File: config.mk
export PLATFORM = sky130hd
export DESIGN_NAME = fetch_top
export DESIGN_NICKNAME = d
export VERILOG_FILES = /design/src/common/fe_pkg.sv /design/src/bpred/btb.sv /design/src/bpred/ras.sv /design/src/design/pc_gen.sv /design/src/design/fetch2_check.sv /design/src/design/fetch_top.sv
export VERILOG_INCLUDE_DIRS = /design/src /design/src/common
export SDC_FILE = /design/constraint.sdc
export NUM_CORES = 1
export LEC_CHECK = 0
export BUFFER_PORTS_ARGS = -buffer_cell sky130_fd_sc_hd__buf_2
export CORE_MARGIN = 5
export CORE_UTILIZATION = 60
export DETAILED_ROUTE_END_ITERATION = 10
export MAX_ROUTING_LAYER = met4
export PLACE_DENSITY = 0.78
export SLEW_MARGIN = 20
export SYNTH_ARGS = -nofsm -noshare
export SYNTH_HDL_FRONTEND = slang
export SYNTH_HIERARCHICAL = 1
export SYNTH_SLANG_ARGS = --single-unit
File: constraint.sdc
create_clock -name clk -period 8.8 [get_ports clk]
set_input_delay 1.76 -clock clk [delete_from_list [all_inputs] [get_ports clk]]
set_output_delay 1.76 -clock clk [all_outputs]
set_load 0.01 [all_outputs]
File: src/common/fe_params.svh
`ifndef FE_PARAMS_SVH
`define FE_PARAMS_SVH

// Address and instruction word width
`define FE_XLEN 32

// BTB index bits, 2**FE_BTB_IDX direct-mapped entries
`define FE_BTB_IDX 4

// Return address stack entries
`define FE_RAS_DEPTH 4

`endif

File: src/common/fe_pkg.sv
`include "fe_params.svh"

package fe_pkg;

    typedef logic [`FE_XLEN-1:0] u32_t;

    // Next PC as seen by the front end, is_predict set when a predictor supplied it
    typedef struct packed {
        u32_t pc;
        logic is_predict;
    } next_pc_t;

    typedef struct packed {
        logic valid;
        u32_t pc;
    } imem_req_t;

    typedef struct packed {
        logic valid;
        u32_t inst;
    } imem_rsp_t;

    typedef struct packed {
        logic     valid;
        u32_t     pc;
        next_pc_t next;
    } f1_f2_t;

    typedef struct packed {
        u32_t     pc;
        u32_t     inst;
        next_pc_t next;
    } fetch_pkt_t;

    typedef struct packed {
        logic valid;
        u32_t pc;
    } redirect_t;

    typedef struct packed {
        logic valid;
        u32_t pc;
        u32_t target;
        logic inval;
    } btb_wr_t;

    // Predecode class of a fetched word
    typedef enum logic [2:0] {
        BR_NONE,
        BR_B,
        BR_BL,
        BR_COND,
        BR_JIRL,
        BR_RET
    } br_kind_e;

endpackage

File: src/bpred/btb.sv
`timescale 1ns/10ps
`include "fe_params.svh"

module btb import fe_pkg::*; (
    input  logic     clk,
    input  logic     rst_n,
    input  u32_t     rd_pc_i,
    input  btb_wr_t  wr_i,
    output next_pc_t pred_o
);

    localparam int IDX_W   = `FE_BTB_IDX;
    localparam int ENTRIES = 1 << IDX_W;
    localparam int TAG_W   = `FE_XLEN - IDX_W - 2;

    logic [ENTRIES-1:0] valid_q;
    logic [TAG_W-1:0]   tag_q [ENTRIES];
    u32_t               target_q [ENTRIES];

    logic [IDX_W-1:0] rd_idx;
    logic [IDX_W-1:0] wr_idx;
    logic [TAG_W-1:0] rd_tag;
    logic [TAG_W-1:0] wr_tag;
    logic             hit;

    // Word aligned PCs, bits 1:0 are not part of index or tag
    assign rd_idx = rd_pc_i[IDX_W+1:2];
    assign rd_tag = rd_pc_i[`FE_XLEN-1:IDX_W+2];
    assign wr_idx = wr_i.pc[IDX_W+1:2];
    assign wr_tag = wr_i.pc[`FE_XLEN-1:IDX_W+2];

    assign hit               = valid_q[rd_idx] & (tag_q[rd_idx] == rd_tag);
    assign pred_o.pc         = hit ? target_q[rd_idx] : rd_pc_i + 32'd4;
    assign pred_o.is_predict = hit;

    always_ff @(posedge clk) begin
        if (!rst_n) begin
            valid_q <= '0;
        end else if (wr_i.valid) begin
            valid_q[wr_idx] <= ~wr_i.inval;
        end
    end

    always_ff @(posedge clk) begin
        if (wr_i.valid && !wr_i.inval) begin
            tag_q[wr_idx]    <= wr_tag;
            target_q[wr_idx] <= wr_i.target;
        end
    end

endmodule

File: src/bpred/ras.sv
`timescale 1ns/10ps
`include "fe_params.svh"

module ras import fe_pkg::*; (
    input  logic clk,
    input  logic rst_n,
    input  logic push_i,
    input  u32_t push_addr_i,
    input  logic pop_i,
    input  logic clear_i,
    output u32_t top_o,
    output logic valid_o
);

    localparam int DEPTH = `FE_RAS_DEPTH;
    localparam int PTR_W = (DEPTH > 1) ? $clog2(DEPTH) : 1;
    localparam int CNT_W = $clog2(DEPTH + 1);

    u32_t             stack_q [DEPTH];
    logic [PTR_W-1:0] top_q;
    logic [PTR_W-1:0] top_inc;
    logic [PTR_W-1:0] top_dec;
    logic [CNT_W-1:0] cnt_q;

    // Pointer wraps around the ring
    assign top_inc = (top_q == PTR_W'(DEPTH - 1)) ? '0 : top_q + 1'b1;
    assign top_dec = (top_q == '0) ? PTR_W'(DEPTH - 1) : top_q - 1'b1;

    assign top_o   = stack_q[top_q];
    assign valid_o = (cnt_q != '0);

    always_ff @(posedge clk) begin
        if (!rst_n) begin
            top_q <= '0;
            cnt_q <= '0;
        end else if (clear_i) begin
            cnt_q <= '0;
        end else if (push_i && !pop_i) begin
            // A full stack loses its oldest entry
            top_q <= top_inc;
            if (cnt_q != CNT_W'(DEPTH)) begin
                cnt_q <= cnt_q + 1'b1;
            end
        end else if (pop_i && !push_i && cnt_q != '0) begin
            top_q <= top_dec;
            cnt_q <= cnt_q - 1'b1;
        end
    end

    always_ff @(posedge clk) begin
        if (!clear_i) begin
            if (push_i && pop_i) begin
                // Replace the top in place
                stack_q[top_q] <= push_addr_i;
            end else if (push_i) begin
                stack_q[top_inc] <= push_addr_i;
            end
        end
    end

endmodule

File: src/design/pc_gen.sv
`timescale 1ns/10ps

module pc_gen import fe_pkg::*; (
    input  logic      clk,
    input  logic      rst_n,
    input  logic      imem_req_ready_i,
    input  redirect_t be_redirect_i,
    input  redirect_t f2_redirect_i,
    input  next_pc_t  btb_pred_i,
    input  logic      f2_free_i,
    output imem_req_t imem_req_o,
    output u32_t      btb_pc_o,
    output f1_f2_t    f1_o
);

    localparam u32_t RESET_PC = 32'h0000_1000;

    u32_t pc_q;
    u32_t pc_d;
    logic run_q;
    logic req_fire;

    // Fetch starts one cycle after reset is released
    always_ff @(posedge clk) begin
        if (!rst_n) begin
            run_q <= 1'b0;
        end else begin
            run_q <= 1'b1;
        end
    end

    // No request while a redirect is about to replace the PC
    assign imem_req_o.valid = run_q & f2_free_i & ~be_redirect_i.valid
                            & ~f2_redirect_i.valid;
    assign imem_req_o.pc    = pc_q;
    assign req_fire         = imem_req_o.valid & imem_req_ready_i;

    // BTB looks up the PC currently held
    assign btb_pc_o = pc_q;

    // Item handed to stage 2 together with the request
    assign f1_o.valid = req_fire;
    assign f1_o.pc    = pc_q;
    assign f1_o.next  = btb_pred_i;

    always_comb begin
        pc_d = pc_q;
        if (be_redirect_i.valid) begin
            pc_d = be_redirect_i.pc;
        end else if (f2_redirect_i.valid) begin
            pc_d = f2_redirect_i.pc;
        end else if (req_fire) begin
            // BTB gives PC + 4 on a miss
            pc_d = btb_pred_i.pc;
        end
    end

    always_ff @(posedge clk) begin
        if (!rst_n) begin
            pc_q <= RESET_PC;
        end else begin
            pc_q <= pc_d;
        end
    end

endmodule

File: src/design/fetch2_check.sv
`timescale 1ns/10ps

module fetch2_check import fe_pkg::*; (
    input  logic       clk,
    input  logic       rst_n,
    input  f1_f2_t     f1_i,
    input  imem_rsp_t  imem_rsp_i,
    input  logic       dec_ready_i,
    input  redirect_t  be_redirect_i,
    input  u32_t       ras_top_i,
    input  logic       ras_valid_i,
    output logic       f2_free_o,
    output fetch_pkt_t dec_o,
    output logic       dec_valid_o,
    output redirect_t  f2_redirect_o,
    output btb_wr_t    btb_wr_o,
    output logic       ras_push_o,
    output logic       ras_pop_o,
    output u32_t       ras_addr_o,
    output logic       ras_clear_o
);

    localparam logic [5:0] OP_JIRL   = 6'b010011;
    localparam logic [5:0] OP_B      = 6'b010100;
    localparam logic [5:0] OP_BL     = 6'b010101;
    localparam logic [5:0] OP_BCC_LO = 6'b010110;
    localparam logic [5:0] OP_BCC_HI = 6'b011011;

    f1_f2_t   f2_q;
    u32_t     inst_q;
    logic     have_q;
    logic     drop_q;
    logic     dec_fire;
    br_kind_e kind;
    u32_t     seq_pc;
    u32_t     br_target;
    logic     take_br;
    logic     take_ret;
    logic     bad_pred;
    logic     need_redir;
    u32_t     redir_pc;
    next_pc_t next_fix;

    always_ff @(posedge clk) begin
        if (!rst_n) begin
            f2_q.valid <= 1'b0;
            have_q     <= 1'b0;
            drop_q     <= 1'b0;
        end else if (be_redirect_i.valid) begin
            f2_q.valid <= 1'b0;
            have_q     <= 1'b0;
            // Response still owed for the flushed item gets swallowed later
            drop_q     <= (drop_q | (f2_q.valid & ~have_q)) & ~imem_rsp_i.valid;
        end else begin
            if (dec_fire) begin
                f2_q.valid <= 1'b0;
                have_q     <= 1'b0;
            end
            if (f1_i.valid) begin
                f2_q   <= f1_i;
                have_q <= 1'b0;
            end
            if (imem_rsp_i.valid) begin
                if (drop_q) begin
                    drop_q <= 1'b0;
                end else begin
                    have_q <= 1'b1;
                    inst_q <= imem_rsp_i.inst;
                end
            end
        end
    end

    // Predecode on the opcode field
    always_comb begin
        case (inst_q[31:26]) inside
            OP_JIRL: begin
                kind = (inst_q[4:0] == 5'd0 && inst_q[9:5] == 5'd1) ? BR_RET : BR_JIRL;
            end
            OP_B:                   kind = BR_B;
            OP_BL:                  kind = BR_BL;
            [OP_BCC_LO:OP_BCC_HI]:  kind = BR_COND;
            default:                kind = BR_NONE;
        endcase
    end

    assign seq_pc    = f2_q.pc + 32'd4;
    assign br_target = f2_q.pc + {{4{inst_q[9]}}, inst_q[9:0], inst_q[25:10], 2'b00};
    assign take_br   = (kind == BR_B) | (kind == BR_BL);
    assign take_ret  = (kind == BR_RET) & ras_valid_i;
    // Anything not resolved here must fall through
    assign bad_pred  = ~take_br & ~take_ret & f2_q.next.is_predict
                     & (f2_q.next.pc != seq_pc);

    always_comb begin
        need_redir = 1'b0;
        redir_pc   = seq_pc;
        next_fix   = f2_q.next;
        if (take_br) begin
            need_redir = (f2_q.next.pc != br_target);
            redir_pc   = br_target;
        end else if (take_ret) begin
            need_redir = (f2_q.next.pc != ras_top_i);
            redir_pc   = ras_top_i;
        end else if (bad_pred) begin
            need_redir = 1'b1;
        end
        if (need_redir) begin
            next_fix.pc         = redir_pc;
            next_fix.is_predict = take_ret;
        end
    end

    assign dec_valid_o = f2_q.valid & have_q & ~be_redirect_i.valid;
    assign dec_fire    = dec_valid_o & dec_ready_i;
    assign dec_o.pc    = f2_q.pc;
    assign dec_o.inst  = inst_q;
    assign dec_o.next  = next_fix;

    assign f2_free_o = ~drop_q & (~f2_q.valid | dec_fire);

    // All predictor updates happen on the decode transfer only
    assign f2_redirect_o.valid = dec_fire & need_redir;
    assign f2_redirect_o.pc    = redir_pc;

    assign btb_wr_o.valid  = dec_fire & (take_br | bad_pred);
    assign btb_wr_o.pc     = f2_q.pc;
    assign btb_wr_o.target = br_target;
    assign btb_wr_o.inval  = bad_pred;

    assign ras_push_o  = dec_fire & (kind == BR_BL);
    assign ras_pop_o   = dec_fire & take_ret;
    assign ras_addr_o  = seq_pc;
    assign ras_clear_o = be_redirect_i.valid;

endmodule

File: src/design/fetch_top.sv
`timescale 1ns/10ps

module fetch_top import fe_pkg::*; (
    input  logic       clk,
    input  logic       rst_n,
    input  logic       imem_req_ready_i,
    input  imem_rsp_t  imem_rsp_i,
    input  logic       dec_ready_i,
    input  redirect_t  be_redirect_i,
    output imem_req_t  imem_req_o,
    output fetch_pkt_t dec_o,
    output logic       dec_valid_o
);

    redirect_t f2_redirect;
    next_pc_t  btb_pred;
    u32_t      btb_pc;
    btb_wr_t   btb_wr;
    f1_f2_t    f1_f2;
    logic      f2_free;
    logic      ras_push;
    logic      ras_pop;
    logic      ras_clear;
    u32_t      ras_addr;
    u32_t      ras_top;
    logic      ras_valid;

    pc_gen u_pc_gen (
        .clk              (clk),
        .rst_n            (rst_n),
        .imem_req_ready_i (imem_req_ready_i),
        .be_redirect_i    (be_redirect_i),
        .f2_redirect_i    (f2_redirect),
        .btb_pred_i       (btb_pred),
        .f2_free_i        (f2_free),
        .imem_req_o       (imem_req_o),
        .btb_pc_o         (btb_pc),
        .f1_o             (f1_f2)
    );

    btb u_btb (
        .clk     (clk),
        .rst_n   (rst_n),
        .rd_pc_i (btb_pc),
        .wr_i    (btb_wr),
        .pred_o  (btb_pred)
    );

    ras u_ras (
        .clk         (clk),
        .rst_n       (rst_n),
        .push_i      (ras_push),
        .push_addr_i (ras_addr),
        .pop_i       (ras_pop),
        .clear_i     (ras_clear),
        .top_o       (ras_top),
        .valid_o     (ras_valid)
    );

    fetch2_check u_fetch2_check (
        .clk           (clk),
        .rst_n         (rst_n),
        .f1_i          (f1_f2),
        .imem_rsp_i    (imem_rsp_i),
        .dec_ready_i   (dec_ready_i),
        .be_redirect_i (be_redirect_i),
        .ras_top_i     (ras_top),
        .ras_valid_i   (ras_valid),
        .f2_free_o     (f2_free),
        .dec_o         (dec_o),
        .dec_valid_o   (dec_valid_o),
        .f2_redirect_o (f2_redirect),
        .btb_wr_o      (btb_wr),
        .ras_push_o    (ras_push),
        .ras_pop_o     (ras_pop),
        .ras_addr_o    (ras_addr),
        .ras_clear_o   (ras_clear)
    );

endmodule

==> flow_metrics.tcl, run 1 <==
set metrics [dict create \
    wl_met3_um 19700 \
    postCtsSetupBuffers 0 \
    viasPerCell 7.05 \
    wl_met2_um 78900 \
    cp_slowest_cell "o21ai_4" \
    syn_inst 3169 \
    p_leak_nw 20.0 \
    cts_buffer_depth 3 \
    postCtsHoldBufs 0 \
    pre_cts_ws_ns 1.39 \
    avgSynthCellArea_um2 17.2 \
    grt_overflow_total 0 \
    finalSetupViolCount 0 \
    antenna_found_initial 7 \
    layout_setup_ws_ns 0.587 \
    min_period_ns 8.21 \
    period_share_pct 93.3 \
    worstPathArrival_ns 6.45 \
    die_area_um2 96900 \
    cts_sinks 1212 \
    crit_buf_inv 2 \
    fill_cells 5877 \
    post-dp-hpwl_um 110000 \
    cts.htree.levels 3 \
    critPathMaxStageDelay_ns 0.79 \
    cts.clk_slew.worst_paths_ns 0.06 \
    max_freq_mhz 122 \
    wl_met1_um 62700 \
    crit_family "compound AO/OA/AOI/OAI gates" \
    ios 201 \
    layout-drive-gt1-share_pct 28.3 \
    rsz0062_at_grt "no" \
    die_x_um 311 \
    rows 110 \
    globalplace.congestion 1.00 \
    outcome "complete, no violations" \
    max-slew-margin-rel_pct 21.5 \
    start_util_pct 60.5 \
    crit_chain "ha_1 -> nand4_1 -> a2111o_1 -> a31oi_1 -> a221oi_2 -> xnor2_2 -> xnor2_1 -> nand4_2 -> o21ai_4 -> buf_4 -> mux2_2 -> buf_2" \
    post_drt_wl_per_cell_um 37.1 \
    finalWirelength_um 169000 \
    antenna_left 0 \
    drt_iter0_markers 4919 \
    fin_nets 3376 \
    die_h_um 311 \
    worstSkewPairLatency_ns 0.73 \
    required_ns 7.04 \
    track_usage_pct 35.4 \
    end_kind "primary output" \
    syn_nets 3274 \
    fin_skew_ns 0.0491 \
    ir_worst_vdd_mv 0.172 \
    grt_max_degree 60 \
    cp-start-kind "flip-flop" \
    worst_pin_slew_ns 1.18 \
    cts-root-buf "clkbuf_16" \
    syn_area_um2 54500 \
    post_cts_resized 0 \
    hp-class "reg2reg" \
    cts_buffers 116 \
    top_layer "met4" \
    core_area_um2 90000 \
    drv_cap 0 \
    vias 32118 \
    path_class "reg2out" \
    setup-tns-final_ns 0 \
    portBuffers 200 \
    finalHoldViolations 0 \
    hold_ws_ns 0.495 \
    syn2layout_area_growth_pct 9.87 \
    cp_max_fo 19 \
    cts_tree "built" \
    drtPass1Iterations 6 \
    yosysWarnings 6 \
    final_max_slew_viol_count 0 \
    p_per_area_nw_per_um2 207 \
    grt_pass1_vias 31509 \
    grt_pass1_wl_um 237000 \
    design_power_total_w 0.0124 \
    drcViolationCount 0 \
]
==> worst reg2reg max path: stages, from the launching register on <==
cell      delay [ns]
edfxtp_1        0.73
ha_1            0.55
nand4_1         0.29
a2111o_1        0.57
a31oi_1         0.54
a221oi_2        0.16
xnor2_2         0.75
xnor2_1         0.24
nand4_2         0.15
o21ai_4         0.79
nor2_4          0.08
nor3_1          0.45
and2_1          0.24
and2_4          0.66
buf_4           0.52
==> final timing paths <==
path	startpoint	slack, ns	endpoint	cells past startpoint
max	u_fetch2_check/btb_wr_o[38]	0.59	dec_o[0]	12
min	u_pc_gen/btb_pc_o[1]	0.50	u_fetch2_check/btb_wr_o[34]	0
max reg2reg	u_fetch2_check/btb_wr_o[38]	1.75	u_fetch2_check/btb_wr_o[42]	14
min reg2reg	u_pc_gen/btb_pc_o[1]	0.50	u_fetch2_check/btb_wr_o[34]	0
==> layout make-up <==
| cell class | instances | area [µm²] | area share [%] |
|---|---|---|---|
| tap | 1176 | 1470 | 2.46 |
| antenna | 7 | 17.5 | 0.0293 |
| clock buffer | 140 | 3050 | 5.09 |
| multi-input combinational | 1589 | 16600 | 27.7 |
| inverter | 42 | 159 | 0.266 |
| timing repair buffer | 310 | 1930 | 3.22 |
| clock inverter | 80 | 855 | 1.43 |
| sequential | 1212 | 35800 | 59.8 |
==> registers in the layout, indices dropped and copies added (netlist names), 2 cells and up, named ones only <==
register / cells
u_btb/tag_q: 416
u_btb/target_q: 512
u_btb/valid_q: 16
u_fetch2_check/btb_wr_o: 32
u_fetch2_check/f2_q: 34
u_fetch2_check/inst_q: 32
u_pc_gen/btb_pc_o: 32
u_ras/cnt_q: 3
u_ras/stack_q: 128
u_ras/top_q: 2
==> through the flow <==
stage                     instances  area, µm²  util, %
after floorplan                3169      54500        -
after global placement         4327      55800     62.0
after detailed placement       4329      55900     62.1
after CTS                      4549      59800     66.4
after global routing           4552      59800     66.5
final                          4556      59800     66.5
==> power breakdown <==
part	switching [W]	leakage [nW]	internal [W]
Sequential	0.0000654	11.0	0.00633
Combinational	0.000525	7.14	0.000351
Clock	0.00218	1.89	0.00292
Total	0.00277	20.0	0.00960
==> layout by cell type, fill, tap and decap left out, types with 46 or more instances in the layout <==
| cell type | n |
|---|---|
| nand2_1 | 174 |
| buf_2 | 200 |
| edfxtp_1 | 1153 |
| nand3_1 | 46 |
| mux4_2 | 298 |
| o21ai_0 | 69 |
| a21oi_1 | 80 |
| mux2i_1 | 83 |
| clkbuf_16 | 118 |
| nor2_1 | 78 |
| xnor2_1 | 91 |
| buf_4 | 103 |
| xor2_1 | 79 |
| dfxtp_1 | 54 |
| mux2_4 | 59 |
==> metal layers <==
metal	vias to the layer above	global-route usage, %
met5	-	-
met4	0	12.4
li1	12656	-
met2	2468	53.5
met3	387	8.11
met1	16607	48.5
(Power assumes the default switching activity.)
==> inputs of run 2 (changes only) <==
--- a/config.mk
+++ b/config.mk
@@ -7,11 +7,12 @@
 export NUM_CORES = 1
 export LEC_CHECK = 0
 export BUFFER_PORTS_ARGS = -buffer_cell sky130_fd_sc_hd__buf_2
+export CAP_MARGIN = 25
 export CORE_MARGIN = 5
 export CORE_UTILIZATION = 60
 export DETAILED_ROUTE_END_ITERATION = 10
 export MAX_ROUTING_LAYER = met4
-export PLACE_DENSITY = 0.78
+export PLACE_DENSITY_LB_ADDON = 0.2
 export SLEW_MARGIN = 20
 export SYNTH_ARGS = -nofsm -noshare
 export SYNTH_HDL_FRONTEND = slang
==> flow_metrics.tcl, run 2 (synthesis results as in run 1) <==
set metrics [dict create \
    postCtsHoldBufs 0 \
    finalSetupViolCount 0 \
    cts_buffers 117 \
    required_ns 7.04 \
    grt_max_degree 77 \
    p_per_area_nw_per_um2 204 \
    end_kind "primary output" \
    cp_max_fo 22 \
    globalplace.congestion 0.969 \
    post-dp-hpwl_um 112000 \
    track_usage_pct 35.2 \
    cts_sinks 1212 \
    grt_overflow_total 0 \
    worst_pin_slew_ns 1.08 \
    grt_pass1_vias 31047 \
    viasPerCell 6.98 \
    most-common-layout-cells "edfxtp_1, mux4_2, buf_2" \
    cts_tree "built" \
    finalWirelength_um 167000 \
    largest_register "u_btb/target_q" \
    fin_skew_ns 0.0413 \
    max_freq_mhz 126 \
    r2r_start "u_fetch2_check/btb_wr_o[44]" \
    rsz0062_at_grt "no" \
    hp-class "reg2reg" \
    antenna_found_initial 12 \
    core_area_um2 90000 \
    min_period_ns 7.94 \
    antenna_left 0 \
    post_cts_resized 0 \
    critPathMaxStageDelay_ns 0.87 \
    max-slew-margin-rel_pct 27.4 \
    final_max_slew_viol_count 0 \
    cts.htree.levels 3 \
    rows 110 \
    p_leak_nw 20.0 \
    final_common_cell "edfxtp_1" \
    worstPathArrival_ns 6.18 \
    layout-drive-gt1-share_pct 28.2 \
    cpMostUsedCell "nor4_1" \
    ios 201 \
    drt_iter0_markers 4381 \
    start_util_pct 60.5 \
    drv_cap 0 \
    cp_slowest_cell "edfxtp_1" \
    cts-root-buf "clkbuf_16" \
    vias 31821 \
    worstHoldStart "u_pc_gen/btb_pc_o[0]" \
    design_power_total_w 0.0122 \
    drcViolationCount 0 \
    post_drt_wl_per_cell_um 36.7 \
    cp-start-kind "flip-flop" \
    design_area_um2 59900 \
    die_h_um 311 \
    portBuffers 200 \
    path_class "reg2out" \
    fin_nets 3391 \
    period_share_pct 90.3 \
    die_x_um 311 \
    setup-tns-final_ns 0 \
    reg_top3 "u_btb/target_q (512), u_btb/tag_q (416), u_ras/stack_q (128)" \
    syn2layout_area_growth_pct 9.98 \
    crit_start "u_fetch2_check/btb_wr_o[44]" \
    cts_buffer_depth 3 \
    drtPass1Iterations 6 \
    ir_worst_vdd_mv 0.193 \
    die_area_um2 96900 \
    cts.clk_slew.worst_paths_ns 0.06 \
    finalHoldViolations 0 \
    largest_register_ff_count 512 \
    worstSkewPairLatency_ns 0.74 \
    grt_pass1_wl_um 234000 \
    outcome "complete, no violations" \
    placed_area_um2 56000 \
    crit_chain "ha_1 -> a21oi_1 -> o21a_1 -> mux2i_1 -> o41ai_1 -> nor4_1 -> o2111ai_1 -> nor4_1 -> nand4_1 -> o21ai_4 -> nor2_4 -> nor3_1 -> buf_2" \
    postCtsSetupBuffers 0 \
]
-- run 2: cell count changes in the layout (fill, tap and decap cells not counted), moves of 4 or more --
cell	previous run	this run
clkinv_1	27	23
clkinvlp_4	7	0
bufinv_16	15	10
buf_4	103	107
buf_16	2	6
xnor2_1	91	95
buf_12	5	9
clkbuf_1	21	29
-- run 2: final timing paths --
kind	to	slack, ns	cells after the start
max reg2reg	u_fetch2_check/btb_wr_o[33]	1.97	15
max	imem_req_o[32]	0.86	13
min	u_fetch2_check/btb_wr_o[33]	0.50	0
min reg2reg	u_fetch2_check/btb_wr_o[33]	0.50	0
-- run 2: report_power, final --
group | total (W) | switching, W | internal, W
Clock | 0.00496 | 0.00218 | 0.00278
Sequential | 0.00638 | 0.0000553 | 0.00633
Combinational | 0.000877 | 0.000527 | 0.000350
Total | 0.0122 | 0.00276 | 0.00946
-- run 2: per-stage QoR --
stage	hold WS [ns]	util [%]	setup slack, ns	cells
2_1_floorplan	0.473	-	2.12	3169
3_3_place_gp	0.467	62.0	1.82	4331
3_5_place_dp	0.491	62.3	1.69	4340
4_1_cts	0.503	66.5	0.916	4553
5_1_grt	0.527	66.5	0.751	4558
6_report	0.501	66.6	0.856	4560
-- run 2: worst max-delay path, delay by kind of cell, from the launching register on --
| kind | cells | cell delay (ns) |
|---|---|---|
| adders and majority gates | 1 | 0.52 |
| buffers and inverters | 1 | 0.30 |
| muxes | 1 | 0.30 |
| and+or+nand+nor | 5 | 2.34 |
| AOI/OAI and AO/OA | 5 | 1.15 |
| DFF | 1 | 0.87 |
-- run 2: final cells by class --
type                       count  area, µm²
antenna                        4       10.0
tap                         1176       1470
clock inverter                63        689
clock buffer                 150       3090
fill                        6031      30100
inverter                      42        160
timing repair buffer         324       2170
multi-input combinational   1589      16500
sequential                  1212      35800
-- run 2: metal layers --
metal	track usage (%)	up-vias	share of wire [%]
met5	-	-	0
met4	10.0	0	3.2
met3	7.18	292	11
met2	53.6	2182	47
met1	49.3	16686	39
li1	-	12661	-
